## src/design/thor_fcu_pkg.sv

```systemverilog
/*
 * Flow control unit definitions
 * Operand width and type, branch opcodes, latency and FSM states
 */

`default_nettype none

package thor_fcu_pkg;

    // Width of a branch operand
    localparam int OPND_W = 32;

    // Cycles from the edge that accepts an issue to the result pulse
    localparam int FCU_LATENCY = 2;

    // =====================================================================
    // FCU types
    // =====================================================================

    typedef logic [OPND_W-1:0] opnd_t;

    // Flow control opcodes handled by the FCU
    typedef enum logic [1:0] {BEQ, BNE, BLT, JMP} fcu_op_t;

    // Resolver states
    // EVAL and DONE together take FCU_LATENCY cycles
    typedef enum logic [1:0] {FCU_IDLE, FCU_EVAL, FCU_DONE} fcu_state_t;

endpackage : thor_fcu_pkg

`default_nettype wire

```

## src/design/thor_queue_pkg.sv

```systemverilog
/*
 * Instruction queue geometry
 * Slot index and per-slot bit mask types
 */

`default_nettype none

package thor_queue_pkg;

    // Number of entries in the circular instruction queue
    localparam int QENTRIES = 8;

    // =====================================================================
    // Queue types
    // =====================================================================

    // Slot index into the queue
    // Arithmetic on it wraps modulo QENTRIES because the width is exact
    typedef logic [$clog2(QENTRIES)-1:0] que_ndx_t;

    // One bit per queue slot, indexed by slot number and not by age
    typedef logic [QENTRIES-1:0] que_bitmask_t;

endpackage : thor_queue_pkg

`default_nettype wire

```

## src/design/iq_state_if.sv

```systemverilog
/*
 * Queue state bundle between the instruction queue and the FCU selector
 * Carries per-slot flags and the head pointer out and the selection back
 */

`timescale 1ns/100ps
`default_nettype none

interface iq_state_if
    import thor_queue_pkg::*;
();

    // Per-slot flags published by the queue
    que_bitmask_t v;
    que_bitmask_t fc;
    que_bitmask_t sync;
    que_bitmask_t could_issue;

    // Slot holding the oldest entry
    que_ndx_t head;

    // One-hot selection of the slot to send to the FCU, or zero
    que_bitmask_t fcu_issue;

    modport queue (
        output v, fc, sync, could_issue, head,
        input  fcu_issue
    );

    modport select (
        input  v, fc, sync, could_issue, head,
        output fcu_issue
    );

endinterface : iq_state_if

`default_nettype wire

```

## src/design/fcu_issue_select.sv

```systemverilog
/*
 * FCU issue selector
 * Finds the oldest issuable flow control entry that passes the sync rule
 */

`timescale 1ns/100ps
`default_nettype none

module fcu_issue_select
    import thor_queue_pkg::*;
(
    input  logic       clk,
    iq_state_if.select sel,
    input  logic       fcu_idle
);

    // Slot number of each program order position, position 0 is the head
    que_ndx_t pos [QENTRIES];

    // Bit k is set when position k passes the sync rule
    logic [QENTRIES-1:0] sync_ok;

    que_bitmask_t issue_mask;

    always_comb begin
        for (int k = 0; k < QENTRIES; k++) begin
            pos[k] = sel.head + que_ndx_t'(k);
        end
    end

    // =====================================================================
    // Sync rule
    // =====================================================================

    // A valid sync entry at position j blocks every younger position
    // as long as anything older than it is still valid
    // The scan starts at position 1 on purpose. A sync entry at the head
    // has nothing older to wait for, so it never blocks anyone
    // Positions 0 and 1 therefore always pass
    always_comb begin : sync_scan
        logic any_older;
        logic blocked;
        any_older = sel.v[pos[0]];
        blocked = 1'b0;
        sync_ok[0] = 1'b1;
        sync_ok[1] = 1'b1;
        for (int k = 1; k < QENTRIES - 1; k++) begin
            if (sel.v[pos[k]] && sel.sync[pos[k]] && any_older) begin
                blocked = 1'b1;
            end
            any_older = any_older | sel.v[pos[k]];
            sync_ok[k+1] = !blocked;
        end
    end

    // =====================================================================
    // Oldest first pick
    // =====================================================================

    // Nothing is picked while the FCU is busy with a branch
    always_comb begin : pick
        logic found;
        found = 1'b0;
        issue_mask = '0;
        if (fcu_idle) begin
            for (int k = 0; k < QENTRIES; k++) begin
                if (!found && sel.could_issue[pos[k]] && sel.fc[pos[k]] && sync_ok[k]) begin
                    issue_mask[pos[k]] = 1'b1;
                    found = 1'b1;
                end
            end
        end
    end

    assign sel.fcu_issue = issue_mask;

endmodule : fcu_issue_select

`default_nettype wire

```

## src/design/fcu_issue_top.sv

```systemverilog
/*
 * Flow control issue stage top level
 * Queue, FCU selector and flow control unit behind plain ports
 */

`timescale 1ns/100ps
`default_nettype none

module fcu_issue_top
    import thor_queue_pkg::*;
    import thor_fcu_pkg::*;
(
    input  logic     clk,
    input  logic     rst,
    input  logic     enq_valid,
    input  logic     enq_fc,
    input  logic     enq_sync,
    input  fcu_op_t  enq_op,
    input  opnd_t    enq_a,
    input  opnd_t    enq_b,
    input  logic     alu_done,
    input  que_ndx_t alu_done_tag,
    output que_ndx_t enq_tag,
    output logic     queue_full,
    output logic     issue_valid,
    output que_ndx_t issue_tag,
    output logic     br_valid,
    output que_ndx_t br_tag,
    output logic     br_taken,
    output logic     retire_valid,
    output que_ndx_t retire_tag
);

    // Hand-off from the queue to the FCU
    fcu_op_t issue_op;
    opnd_t   issue_a;
    opnd_t   issue_b;
    logic    fcu_idle;

    iq_state_if iq_state_if_inst ();

    issue_queue issue_queue_inst (
        .clk          (clk),
        .rst          (rst),
        .enq_valid    (enq_valid),
        .enq_fc       (enq_fc),
        .enq_sync     (enq_sync),
        .enq_op       (enq_op),
        .enq_a        (enq_a),
        .enq_b        (enq_b),
        .alu_done     (alu_done),
        .alu_done_tag (alu_done_tag),
        .br_valid     (br_valid),
        .br_tag       (br_tag),
        .fcu_idle     (fcu_idle),
        .enq_tag      (enq_tag),
        .queue_full   (queue_full),
        .issue_go     (issue_valid),
        .issue_op     (issue_op),
        .issue_a      (issue_a),
        .issue_b      (issue_b),
        .issue_tag    (issue_tag),
        .retire_valid (retire_valid),
        .retire_tag   (retire_tag),
        .q            (iq_state_if_inst.queue)
    );

    fcu_issue_select fcu_issue_select_inst (
        .clk      (clk),
        .sel      (iq_state_if_inst.select),
        .fcu_idle (fcu_idle)
    );

    flow_control_unit flow_control_unit_inst (
        .clk       (clk),
        .rst       (rst),
        .issue_go  (issue_valid),
        .issue_op  (issue_op),
        .issue_a   (issue_a),
        .issue_b   (issue_b),
        .issue_tag (issue_tag),
        .fcu_idle  (fcu_idle),
        .br_valid  (br_valid),
        .br_tag    (br_tag),
        .br_taken  (br_taken)
    );

endmodule : fcu_issue_top

`default_nettype wire

```

## src/design/flow_control_unit.sv

```systemverilog
/*
 * Flow control unit
 * Resolves one branch at a time over FCU_LATENCY cycles
 */

`timescale 1ns/100ps
`default_nettype none

module flow_control_unit
    import thor_queue_pkg::*;
    import thor_fcu_pkg::*;
(
    input  logic     clk,
    input  logic     rst,
    input  logic     issue_go,
    input  fcu_op_t  issue_op,
    input  opnd_t    issue_a,
    input  opnd_t    issue_b,
    input  que_ndx_t issue_tag,
    output logic     fcu_idle,
    output logic     br_valid,
    output que_ndx_t br_tag,
    output logic     br_taken
);

    fcu_state_t state;

    // Branch held for the duration of the evaluation
    fcu_op_t  op_q;
    opnd_t    a_q;
    opnd_t    b_q;
    que_ndx_t tag_q;
    logic     taken_q;

    logic taken;

    // Branch condition from the latched operands
    always_comb begin
        case (op_q)
            BEQ:     taken = (a_q == b_q);
            BNE:     taken = (a_q != b_q);
            BLT:     taken = ($signed(a_q) < $signed(b_q));
            default: taken = 1'b1;
        endcase
    end

    // IDLE accepts a branch, EVAL resolves it and DONE reports it
    always_ff @(posedge clk) begin
        if (rst) begin
            state <= FCU_IDLE;
        end else begin
            case (state)
                FCU_IDLE: if (issue_go) state <= FCU_EVAL;
                FCU_EVAL: state <= FCU_DONE;
                default:  state <= FCU_IDLE;
            endcase
        end
    end

    always_ff @(posedge clk) begin
        if (state == FCU_IDLE && issue_go) begin
            op_q  <= issue_op;
            a_q   <= issue_a;
            b_q   <= issue_b;
            tag_q <= issue_tag;
        end
        if (state == FCU_EVAL) begin
            taken_q <= taken;
        end
    end

    assign fcu_idle = (state == FCU_IDLE);
    assign br_valid = (state == FCU_DONE);
    assign br_tag   = tag_q;
    assign br_taken = taken_q;

endmodule : flow_control_unit

`default_nettype wire

```

## src/design/issue_queue.sv

```systemverilog
/*
 * Circular instruction queue with eight slots
 * Enqueue at the tail, FCU issue hand-off, completion marking
 * and in-order retire from the head
 */

`timescale 1ns/100ps
`default_nettype none

module issue_queue
    import thor_queue_pkg::*;
    import thor_fcu_pkg::*;
(
    input  logic       clk,
    input  logic       rst,
    input  logic       enq_valid,
    input  logic       enq_fc,
    input  logic       enq_sync,
    input  fcu_op_t    enq_op,
    input  opnd_t      enq_a,
    input  opnd_t      enq_b,
    input  logic       alu_done,
    input  que_ndx_t   alu_done_tag,
    input  logic       br_valid,
    input  que_ndx_t   br_tag,
    input  logic       fcu_idle,
    output que_ndx_t   enq_tag,
    output logic       queue_full,
    output logic       issue_go,
    output fcu_op_t    issue_op,
    output opnd_t      issue_a,
    output opnd_t      issue_b,
    output que_ndx_t   issue_tag,
    output logic       retire_valid,
    output que_ndx_t   retire_tag,
    iq_state_if.queue  q
);

    // Per-slot control flags
    que_bitmask_t v;
    que_bitmask_t fc;
    que_bitmask_t sync;
    que_bitmask_t issued;
    que_bitmask_t done;

    // Per-slot payload
    fcu_op_t op_q [QENTRIES];
    opnd_t   a_q  [QENTRIES];
    opnd_t   b_q  [QENTRIES];

    que_ndx_t head;
    que_ndx_t tail;
    logic [$clog2(QENTRIES+1)-1:0] count;

    logic enq_fire;

    // =====================================================================
    // Enqueue and retire status
    // =====================================================================

    assign queue_full = (count == QENTRIES);
    assign enq_tag    = tail;
    assign enq_fire   = enq_valid && !queue_full;

    // The head retires once it has completed
    assign retire_valid = v[head] && done[head];
    assign retire_tag   = head;

    // =====================================================================
    // Queue view for the selector
    // =====================================================================

    assign q.v    = v;
    assign q.fc   = fc;
    assign q.sync = sync;
    assign q.head = head;

    // Only flow control entries that still wait for the FCU are candidates
    assign q.could_issue = v & ~issued & fc;

    // Encode the one-hot selection into a slot tag
    always_comb begin
        issue_tag = '0;
        for (int i = 0; i < QENTRIES; i++) begin
            if (q.fcu_issue[i]) begin
                issue_tag = que_ndx_t'(i);
            end
        end
    end

    // The selector already holds off while the FCU is busy
    // Gating again keeps a stray pick from reaching a busy FCU
    assign issue_go = (|q.fcu_issue) && fcu_idle;
    assign issue_op = op_q[issue_tag];
    assign issue_a  = a_q[issue_tag];
    assign issue_b  = b_q[issue_tag];

    // =====================================================================
    // Control state
    // =====================================================================

    always_ff @(posedge clk) begin
        if (rst) begin
            v      <= '0;
            fc     <= '0;
            sync   <= '0;
            issued <= '0;
            done   <= '0;
            head   <= '0;
            tail   <= '0;
            count  <= '0;
        end else begin
            if (issue_go) begin
                issued[issue_tag] <= 1'b1;
            end
            // Branch results complete the slot the FCU was working on
            if (br_valid && v[br_tag]) begin
                done[br_tag] <= 1'b1;
            end
            // Strobes for empty or flow control slots are dropped
            if (alu_done && v[alu_done_tag] && !fc[alu_done_tag]) begin
                done[alu_done_tag] <= 1'b1;
            end
            if (retire_valid) begin
                v[head] <= 1'b0;
                head    <= head + 1'b1;
            end
            // The tail slot is free here, so no other update above touches it
            if (enq_fire) begin
                v[tail]      <= 1'b1;
                fc[tail]     <= enq_fc;
                sync[tail]   <= enq_sync;
                issued[tail] <= 1'b0;
                done[tail]   <= 1'b0;
                tail         <= tail + 1'b1;
            end
            case ({enq_fire, retire_valid})
                2'b10:   count <= count + 1'b1;
                2'b01:   count <= count - 1'b1;
                default: count <= count;
            endcase
        end
    end

    // Operands and opcode are written with the entry
    always_ff @(posedge clk) begin
        if (enq_fire) begin
            op_q[tail] <= enq_op;
            a_q[tail]  <= enq_a;
            b_q[tail]  <= enq_b;
        end
    end

endmodule : issue_queue

`default_nettype wire

```

## config.mk

```make
export PLATFORM = sky130hd
export DESIGN_NAME = fcu_issue_top
export DESIGN_NICKNAME = d
export VERILOG_FILES = /design/src/design/thor_fcu_pkg.sv /design/src/design/thor_queue_pkg.sv /design/src/design/iq_state_if.sv /design/src/design/fcu_issue_select.sv /design/src/design/fcu_issue_top.sv /design/src/design/flow_control_unit.sv /design/src/design/issue_queue.sv
export SDC_FILE = /design/constraint.sdc
export NUM_CORES = 1
export LEC_CHECK = 0
export BUFFER_PORTS_ARGS = -buffer_cell sky130_fd_sc_hd__buf_2
export CAP_MARGIN = 20
export CORE_MARGIN = 4
export CORE_UTILIZATION = 35
export DETAILED_ROUTE_END_ITERATION = 10
export SYNTH_ARGS = -nofsm -noshare
export SYNTH_HDL_FRONTEND = slang
export SYNTH_SLANG_ARGS = --single-unit
export TNS_END_PERCENT = 20
```

## constraint.sdc

```tcl
create_clock -name clk -period 8.76 [get_ports clk]
set_input_delay 0.876 -clock clk [delete_from_list [all_inputs] [get_ports clk]]
set_output_delay 0.876 -clock clk [all_outputs]
set_load 0.01 [all_outputs]
```

==> results of run 1 <==
## metrics by stage
stage | setup slack [ps] | hold WS [ps] | util, % | cells
after floorplan | 1710 | 416 | - | 1775
after global placement | 2520 | 469 | 37.3 | 2856
after detailed placement | 2450 | 488 | 37.3 | 2856
after CTS | 1830 | 491 | 40.1 | 2983
after global routing | 1510 | 512 | 40.1 | 2984
final | 1740 | 493 | 40.1 | 2986
## area by class of cell
cell class	instances	area (sq um)
Fill cell	7212	48200
Sequential cell	650	19000
Multi-Input combinational cell	966	8730
Clock buffer	86	1880
Tap cell	1060	1330
Timing Repair Buffer	128	808
Clock inverter	41	353
Inverter	52	195
Antenna cell	3	7.51
## power groups by stage
stage                     Sequential (mW)  Clock (mW)  Combinational, mW
after global placement               3.57           0              0.336
after CTS                            3.51        2.94              0.348
after global routing                 3.51        3.07              0.377
after floorplan                      3.57           0              0.228
after detailed placement             3.57           0              0.348
final                                3.51        2.87              0.342
## registers in the layout (all words and copies together), names as in the netlist
name and cells:
flow_control_unit_inst.a_q 32, flow_control_unit_inst.b_q 32, flow_control_unit_inst.br_tag 3, flow_control_unit_inst.br_taken 1, flow_control_unit_inst.op_q 2, flow_control_unit_inst.state 2
issue_queue_inst.a_q 256, issue_queue_inst.b_q 256, issue_queue_inst.count 4, issue_queue_inst.done 8, issue_queue_inst.enq_tag 3, issue_queue_inst.issued 8
issue_queue_inst.op_q 16, issue_queue_inst.q.fc 8, issue_queue_inst.q.head 3, issue_queue_inst.q.sync 8, issue_queue_inst.q.v 8
## cell families after synthesis
kind of cell             count (synthesis)  share of synthesized area, %
flip-flops                             650                          66.7
adder cells (fa/ha/maj)                 43                          1.91
XOR/XNOR                                12                         0.461
AO/OA/AOI/OAI                          286                          9.36
AND/OR/NAND/NOR                        276                          5.25
multiplexers                           349                          13.4
buffers and inverters                  159                          2.98
## cells in the final DEF (no fill, tap or decap), types with 5 or more instances in the layout
| cell | instances |
|---|---|
| sky130_fd_sc_hd__mux2i_1 | 311 |
| sky130_fd_sc_hd__ha_1 | 42 |
| sky130_fd_sc_hd__nor2_1 | 64 |
| sky130_fd_sc_hd__and3_1 | 6 |
| sky130_fd_sc_hd__a22oi_1 | 5 |
| sky130_fd_sc_hd__buf_12 | 6 |
| sky130_fd_sc_hd__a221oi_1 | 6 |
| sky130_fd_sc_hd__nand2_1 | 49 |
| sky130_fd_sc_hd__a21o_1 | 10 |
| sky130_fd_sc_hd__nand2b_1 | 9 |
| sky130_fd_sc_hd__dfxtp_1 | 51 |
| sky130_fd_sc_hd__nand3_1 | 20 |
| sky130_fd_sc_hd__nand4b_1 | 5 |
| sky130_fd_sc_hd__o221ai_2 | 63 |
| sky130_fd_sc_hd__xor2_1 | 5 |
| sky130_fd_sc_hd__mux4_2 | 22 |
| sky130_fd_sc_hd__mux2_2 | 15 |
| sky130_fd_sc_hd__clkinv_1 | 20 |
| sky130_fd_sc_hd__xnor2_1 | 5 |
| sky130_fd_sc_hd__clkinv_2 | 11 |
| sky130_fd_sc_hd__o2111ai_1 | 5 |
| sky130_fd_sc_hd__buf_2 | 91 |
| sky130_fd_sc_hd__nor3_1 | 22 |
| sky130_fd_sc_hd__nor3_2 | 6 |
| sky130_fd_sc_hd__clkbuf_1 | 11 |
| sky130_fd_sc_hd__o21ai_0 | 28 |
| sky130_fd_sc_hd__nand4_1 | 20 |
| sky130_fd_sc_hd__inv_1 | 49 |
| sky130_fd_sc_hd__nor2b_1 | 26 |
| sky130_fd_sc_hd__o22a_1 | 68 |
| sky130_fd_sc_hd__nand3b_1 | 7 |
| sky130_fd_sc_hd__a31oi_1 | 6 |
| sky130_fd_sc_hd__clkbuf_16 | 72 |
| sky130_fd_sc_hd__edfxtp_1 | 598 |
| sky130_fd_sc_hd__a21oi_1 | 37 |
| sky130_fd_sc_hd__buf_4 | 31 |
| sky130_fd_sc_hd__o21a_1 | 10 |
## synth_stat cells (7+ instances only)
cell type,number,area (sq um)
sky130_fd_sc_hd__nor2_1,67,251
sky130_fd_sc_hd__a21o_1,10,75.1
sky130_fd_sc_hd__edfxtp_1,598,18000
sky130_fd_sc_hd__nand3b_1,7,52.6
sky130_fd_sc_hd__mux2i_1,311,3110
sky130_fd_sc_hd__buf_4,20,150
sky130_fd_sc_hd__nand4_1,20,125
sky130_fd_sc_hd__mux2_2,15,169
sky130_fd_sc_hd__o22a_1,68,596
sky130_fd_sc_hd__buf_2,30,150
sky130_fd_sc_hd__nand3_1,20,100
sky130_fd_sc_hd__dfxtp_1,52,1040
sky130_fd_sc_hd__inv_1,49,184
sky130_fd_sc_hd__a21oi_1,37,185
sky130_fd_sc_hd__nor3_1,26,130
sky130_fd_sc_hd__nor2b_1,26,163
sky130_fd_sc_hd__clkbuf_1,32,120
sky130_fd_sc_hd__o21ai_0,28,140
sky130_fd_sc_hd__o21a_1,11,82.6
sky130_fd_sc_hd__o221ai_2,63,946
sky130_fd_sc_hd__nand2_1,50,188
sky130_fd_sc_hd__nand2b_1,9,56.3
sky130_fd_sc_hd__ha_1,42,526
sky130_fd_sc_hd__buf_6,12,135
sky130_fd_sc_hd__mux4_2,22,495
## tightest hold or removal path, stage by stage, from the launching register on
cell and delay (ps):
sky130_fd_sc_hd__dfxtp_1 330, sky130_fd_sc_hd__nand2_1 50, sky130_fd_sc_hd__o21ai_0 60
## metal layers
metal | GRT usage (%) | vias up | routed length [um]
met5 | 0 | - | 75
met3 | 3.17 | 130 | 3340
met2 | 27.1 | 450 | 34600
met1 | 21.6 | 8269 | 30800
met4 | 4.41 | 10 | 1820
li1 | - | 7263 | -
## path summary, 6_finish.rpt
path	startpoint	endpoint	slack, ps	cells after the start
max	issue_queue_inst.q.head[1]	issue_tag[0]	1740	14
max reg2reg	issue_queue_inst.q.head[1]	flow_control_unit_inst.b_q[11]	2400	16
min	issue_queue_inst.issued[0]	issue_queue_inst.issued[0]	490	2
min reg2reg	issue_queue_inst.issued[0]	issue_queue_inst.issued[0]	490	2
==> results.md, run 1 <==
Finish:
- The share of post-route cells with drive strength above 1 is 18.8%.
- The number of nets at the end of the flow is 1987.
- With fillers left out, the area of the finished cells amounts to 32300 sq um.
- The post-synthesis to final-layout area growth is 13.4%.

Power:
- The ratio of total power to cell area is 208 nW/um^2.
- The analysis attributes to cell leakage a power of 12.3 nW.
- Across the VDD grid, the largest voltage drop is 0.000152 V.
- The clock network fraction of design power is 42.7%.
- The design draws 6.71 mW.
- The net switching share of the total power is 21.5%.
- Combinational cells account for 5.1% of the total power.
- For this design the total switching power over the nets is 1.44 mW.
- Of the total power, registers draw 52.2%.
- Internal power comes to 5.27 mW.

STA:
- Headroom to the max-slew limit came out at 21.4%.
- After routing, the total negative slack on setup checks comes to 0 ps.
- The maximum clock rate is 142 MHz.
- The transition time at the pin with the least slew margin is 1180 ps.
- The total count of hold-check failures in the final report was 0.
- The clock skew is 34.4 ps.
- The portion of the clock cycle consumed by the worst path in the final layout is 80.1%.
- The count of final max-slew check failures is 0.
- After layout, the minimum clock period comes to 7020 ps.
- The count of endpoints failing setup in the final report is 0.
- Setup repair after global routing left no endpoint under its margin.

Die:
- The count of pins on the block boundary is 92.
- The area of the placeable core is 80500 sq um.
- The die height is 293 um.
- The number of core rows is 104.
- The die covers 86000 sq um.
- The starting density of the core is 35.4%.
- The die is 293 um wide.

Yosys:
- The number of synthesized register bits is 650.
- The synthesized netlist cell count is 1775.
- The netlist uses 93 different library cells.
- Counting flops with a built-in enable in the synthesized netlist gives 598.
- The synthesized netlist occupies a cell area of 28500 sq um.
- In this run the mean area of a mapped cell was 16.1 sq um.
- The Yosys warning count is 0.
- Among all flip-flop cells after synthesis, the most frequent one is sky130_fd_sc_hd__edfxtp_1.
- The proportion of register bits with asynchronous set or reset after synthesis is 0%.
- The share of the Yosys chip area taken by registers is 66.7%.
- The number of nets produced by synthesis is 1893.

Run:
- The number of max-cap violations is 0.

Critical path:
- The kind of cell with the highest combined delay along the critical path is compound AO/OA/AOI/OAI gates.
- STA classifies the critical path startpoint as a flip-flop.
- Counting both buffers and inverters, the worst setup path holds a total of 4.
- The critical path's slowest cell is sky130_fd_sc_hd__ha_1.
- The category of the most critical setup path is reg -> out.
- The sort of element at the end of the critical path is an output port.
- Of all nets on the critical path, the largest fanout is 22.
- The worst endpoint data arrival time is 6140 ps.
- The endpoint required time on the critical path is 7880 ps.
- Walking the worst path, the cells encountered are clkinv_1, ha_1, buf_4, mux2i_1, mux4_2, a32oi_4, nor2_1, o2111ai_1, nor4_1, a221oi_1, nand4_1, o21ai_4, inv_1, buf_2.
- The largest stage delay on the critical path is 850 ps.

Clock tree:
- For this design, the CTS-stage hold fixing added 0 buffers.
- The post-CTS setup buffer count is 0.
- The sink count of the clock tree is 650.
- The TritonCTS clock tree is built.
- The tree is rooted in a sky130_fd_sc_hd__clkbuf_16.
- The later pin in the worst-skew pair is clocked with a latency of 620 ps.
- The clock tree synthesis step divided the H-tree into 3 levels.
- Clock-pin slew was measured on the worst setup and hold paths at 70 ps.
- No sink is reached through more buffers than the 3 on the longest clock path.
- Gates resized during post-CTS repair numbered 0.
- The number of buffers created by CTS is 71.

Detailed routing:
- After detailed routing, the number of remaining DRC violations is 0.
- The detail route stage leaves a number of antenna-violating nets equal to 0.
- After detailed routing, the average wire length per cell comes to 23.7 um.
- The total wirelength of the detailed-routed design is 70700 um.
- Summing over every cut layer, the via total after detailed routing is 16122.
- Using the TritonRoute via totals, the vias-per-cell ratio works out to 5.40.
- The number of DRC markers in iteration 0 is 1323.
- The number of detailed-routing iterations run before antenna repair is 8.

Global routing:
- Entering global routing, the biggest net connects 69 pins.
- The number of global-route vias before repair is 16314.
- The total global routing overflow is 0.
- In the global route stage, overall resource usage came out at 16.2%.
- The initial antenna violation count is 17.
- The global-route wire length before repair is 106000 um.

Min path:
- The worst min-delay path class is reg -> reg.

Place:
- After detailed placement, the total cell area comes to 30100 sq um.
- The placed wire-length estimate is 42200 um.
- The count of buffers from port buffering is 91.
- Routability-driven placement finished with a final weighted congestion of 0.864.

Outcome:
- The run finished with clean final reports.
Power figures use the tool's default switching activity.
==> run 2: changes to the inputs <==
==> constraint.sdc (replaced) <==
create_clock -name clk -period 5.91 [get_ports clk]
set_input_delay 0.591 -clock clk [delete_from_list [all_inputs] [get_ports clk]]
set_output_delay 0.591 -clock clk [all_outputs]
set_load 0.01 [all_outputs]
==> run 2 against run 1 <==
Compared with the run above:
- non-clock buffer count grew 13
- cell area grew 1.1%
- via count shrank 0.17%
- clock skew grew 0.76 ps
- hold slack lost 250 ps
- sequential power grew 48%
- largest cell class unchanged
==> results.md, run 2 (synthesis gave the netlist of run 1 again) <==
Finish:
- Leaving out fill and tap cells, the most frequent cells in the layout are 598 x sky130_fd_sc_hd__edfxtp_1, 311 x sky130_fd_sc_hd__mux2i_1, 91 x sky130_fd_sc_hd__buf_2.
- The share of post-route cells with drive strength above 1 came to 19.5% (+0.64 points).
- The most common cell after layout, fill and taps aside is sky130_fd_sc_hd__edfxtp_1.
- The number of non-filler instances in the completed layout is 3004 (+0.60%).
- The area growth from synthesis to layout is 14.6%.
- In the final layout, the registers with the most flip-flops are issue_queue_inst.a_q (256), issue_queue_inst.b_q (256).
- The number of nets at the end of the flow is 2000 (+0.65%).
- The fill cell instance count of the final layout came to 7132 (-1.1%).

STA:
- The transition time at the pin with the least slew margin came to 903 ps (-274 ps).
- The clock skew is 35.1 ps (+0.756 ps).
- The worst setup margin is 326 ps (-1420 ps).
- The clock period minus final worst setup slack is 5580 ps.
- The total count of hold-check failures in the final report was 0 (unchanged).
- The portion of the clock cycle consumed by the worst path in the final layout is 94.5%.
- The worst-case headroom to the max-slew limit was 39.0% (+18 points).
- The count of endpoints failing setup in the final report is 0 (unchanged).
- Setup repair after global routing left no endpoint under its margin.
- The count of final max-slew check failures is 0 (unchanged).
- The maximum clock rate is 179 MHz.

Place:
- The placed wire-length estimate came to 40400 um (-4.2%).
- The count of buffers from port buffering is 91 (unchanged).
- The global placement routability congestion came to 0.905 (+4.8%).
- The post-placement cell count is 2858 (+0.070%).
- The worst setup slack before clock tree synthesis was 601 ps (-1850 ps).

Detailed routing:
- The number of design rule violations left after detail routing is 0 (unchanged).
- The via density per instance was 5.36 (-0.77%).
- The total wirelength of the detailed-routed design is 69500 um (-1.6%).
- The number of DRC markers in iteration 0 is 1369 (+3.5%).
- The post-detailed-route count of antenna-violating nets came to 0 (unchanged).
- The via count is 16095 (-0.17%).
- The final routed wire length divided by cell count was 23.2 um (-2.2%).
- The number of detailed-routing iterations run before antenna repair is 5 (-3).

Global routing:
- The overall global routing resource usage is 15.9% (-0.26 points).
- The pin count of the biggest net entering global routing was 77 (+12%).
- The initial antenna violation count is 20 (+3).
- The number of global-route vias before repair is 16384 (+0.43%).
- The global-route wire length before repair is 104000 um (-1.7%).
- The total global routing overflow is 0 (unchanged).

Clock tree:
- The hold buffer count at CTS is 0 (unchanged).
- CTS placed an instance of sky130_fd_sc_hd__clkbuf_16 at the clock tree root.
- The sink count of the clock tree was 650 (unchanged).
- The CTS clock-pin slew for the worst setup and hold paths was 60 ps (about the same).
- The later-pin clock latency in the skew report is 620 ps (about the same).
- The level count of the clock H-tree was 3 (unchanged).
- The worst-case clock buffer depth came to 3 (unchanged).
- The number of buffers created by CTS was 71 (unchanged).
- TritonCTS built the clock tree.

Die:
- The die height came to 293 um (unchanged).
- The count of pins on the block boundary is 92 (unchanged).
- The area of the die is 86000 sq um (unchanged).
- The starting density of the core came to 35.4% (unchanged).
- The area of the placeable core is 80500 sq um (unchanged).
- The floorplan die width was 293 um (unchanged).
- The number of core rows came to 104 (unchanged).

Outcome:
- The run finished with clean final reports.

Critical path:
- STA classifies the critical path startpoint as a flip-flop.
- The endpoint required time on the critical path was 5320 ps (-2560 ps).
- The worst endpoint data arrival time is 4990 ps (-1150 ps).
- STA classifies the critical path endpoint as an output port.
- The critical path is of the reg -> out type.
- The largest fanout on the critical path is 18 (-18%).

Power:
- The relative contribution of sequential cells to total power is 51.1% (-1.1 points).
- The clock network fraction of design power is 43.8% (+1.1 points).
- The worst vdd rail ir drop is 0.000225 V (+48%).
- The net switching power is 2.13 mW (+48%).
- The cell internal power dissipation is 8.03 mW (+52%).
- The ratio of total power to cell area is 311 nW/um^2 (+50%).
- The combinational power share is 5.1% (about the same).
- The net switching share of the total power is 21.0% (-0.47 points).
- The overall power consumption is 10.2 mW (+51%).
- The static leakage is 12.4 nW (+1.2%).

Min path:
- In this run the worst hold path is classified as in -> reg.

Run:
- The number of max-cap violations is 0 (unchanged).
## run 2: worst paths after layout
kind / start / to / slack, ps / depth (start not counted)
setup reg to reg: issue_queue_inst.q.head[2] / flow_control_unit_inst.b_q[9] / 640 / 18
hold / removal: enq_a[16] / issue_queue_inst.a_q[3][16] / 240 / 1
hold reg to reg: issue_queue_inst.issued[0] / issue_queue_inst.issued[0] / 480 / 2
setup / recovery: issue_queue_inst.q.head[2] / issue_valid / 330 / 15
## run 2: layout make-up
| type | count | area, sq um | area share (%) |
|---|---|---|---|
| Multi-Input combinational cell | 966 | 8740 | 26.8 |
| Sequential cell | 650 | 19000 | 58.2 |
| Tap cell | 1060 | 1330 | 4.06 |
| Inverter | 52 | 195 | 0.598 |
| Antenna cell | 7 | 17.5 | 0.0536 |
| Timing Repair Buffer | 141 | 1020 | 3.12 |
| Clock inverter | 41 | 480 | 1.47 |
| Clock buffer | 87 | 1880 | 5.75 |
## run 2: repair_timing
| item | in CTS | in global routing |
|---|---|---|
| setup buffers | 0 | 11 |
| setup endpoints to repair | 0 | 1 |
| gates resized for setup | 0 | 0 |
## run 2: worst max-delay path: stages, from the launching register on
cell	delay [ps]
sky130_fd_sc_hd__dfxtp_1	330
sky130_fd_sc_hd__buf_4	250
sky130_fd_sc_hd__inv_1	140
sky130_fd_sc_hd__ha_1	510
sky130_fd_sc_hd__mux4_2	540
sky130_fd_sc_hd__mux2i_1	340
sky130_fd_sc_hd__nand2_1	220
sky130_fd_sc_hd__a2111oi_4	520
sky130_fd_sc_hd__o21a_1	260
sky130_fd_sc_hd__a21oi_1	90
sky130_fd_sc_hd__o22ai_1	180
sky130_fd_sc_hd__and4bb_1	280
sky130_fd_sc_hd__and2_4	170
sky130_fd_sc_hd__a21oi_4	200
sky130_fd_sc_hd__o21a_1	190
sky130_fd_sc_hd__buf_2	150
## run 2: through the flow
step	util [%]	setup TNS (ps)	area [sq um]	hold WS, ps
detailed placement	37.5	0	30200	459
floorplan	-	-147730	28500	416
finish	40.5	0	32700	240
global route	40.5	0	32600	221
CTS	40.4	0	32600	198
global placement	37.5	0	30200	444
## run 2: layer usage
layer | up-vias | GRT usage (%) | wire length [um]
met5 | - | 0 | 23
met4 | 4 | 4.68 | 1640
met3 | 135 | 2.84 | 3550
met2 | 466 | 27.6 | 34800
met1 | 8193 | 20.5 | 29600
li1 | 7297 | - | -
## run 2: power by group through the flow
stage,logic [mW],clock network (mW),registers [mW]
floorplan,0.338,0,5.28
global placement,0.503,0,5.29
detailed placement,0.517,0,5.29
CTS,0.520,4.56,5.20
global route,0.564,4.77,5.20
finish,0.515,4.45,5.20
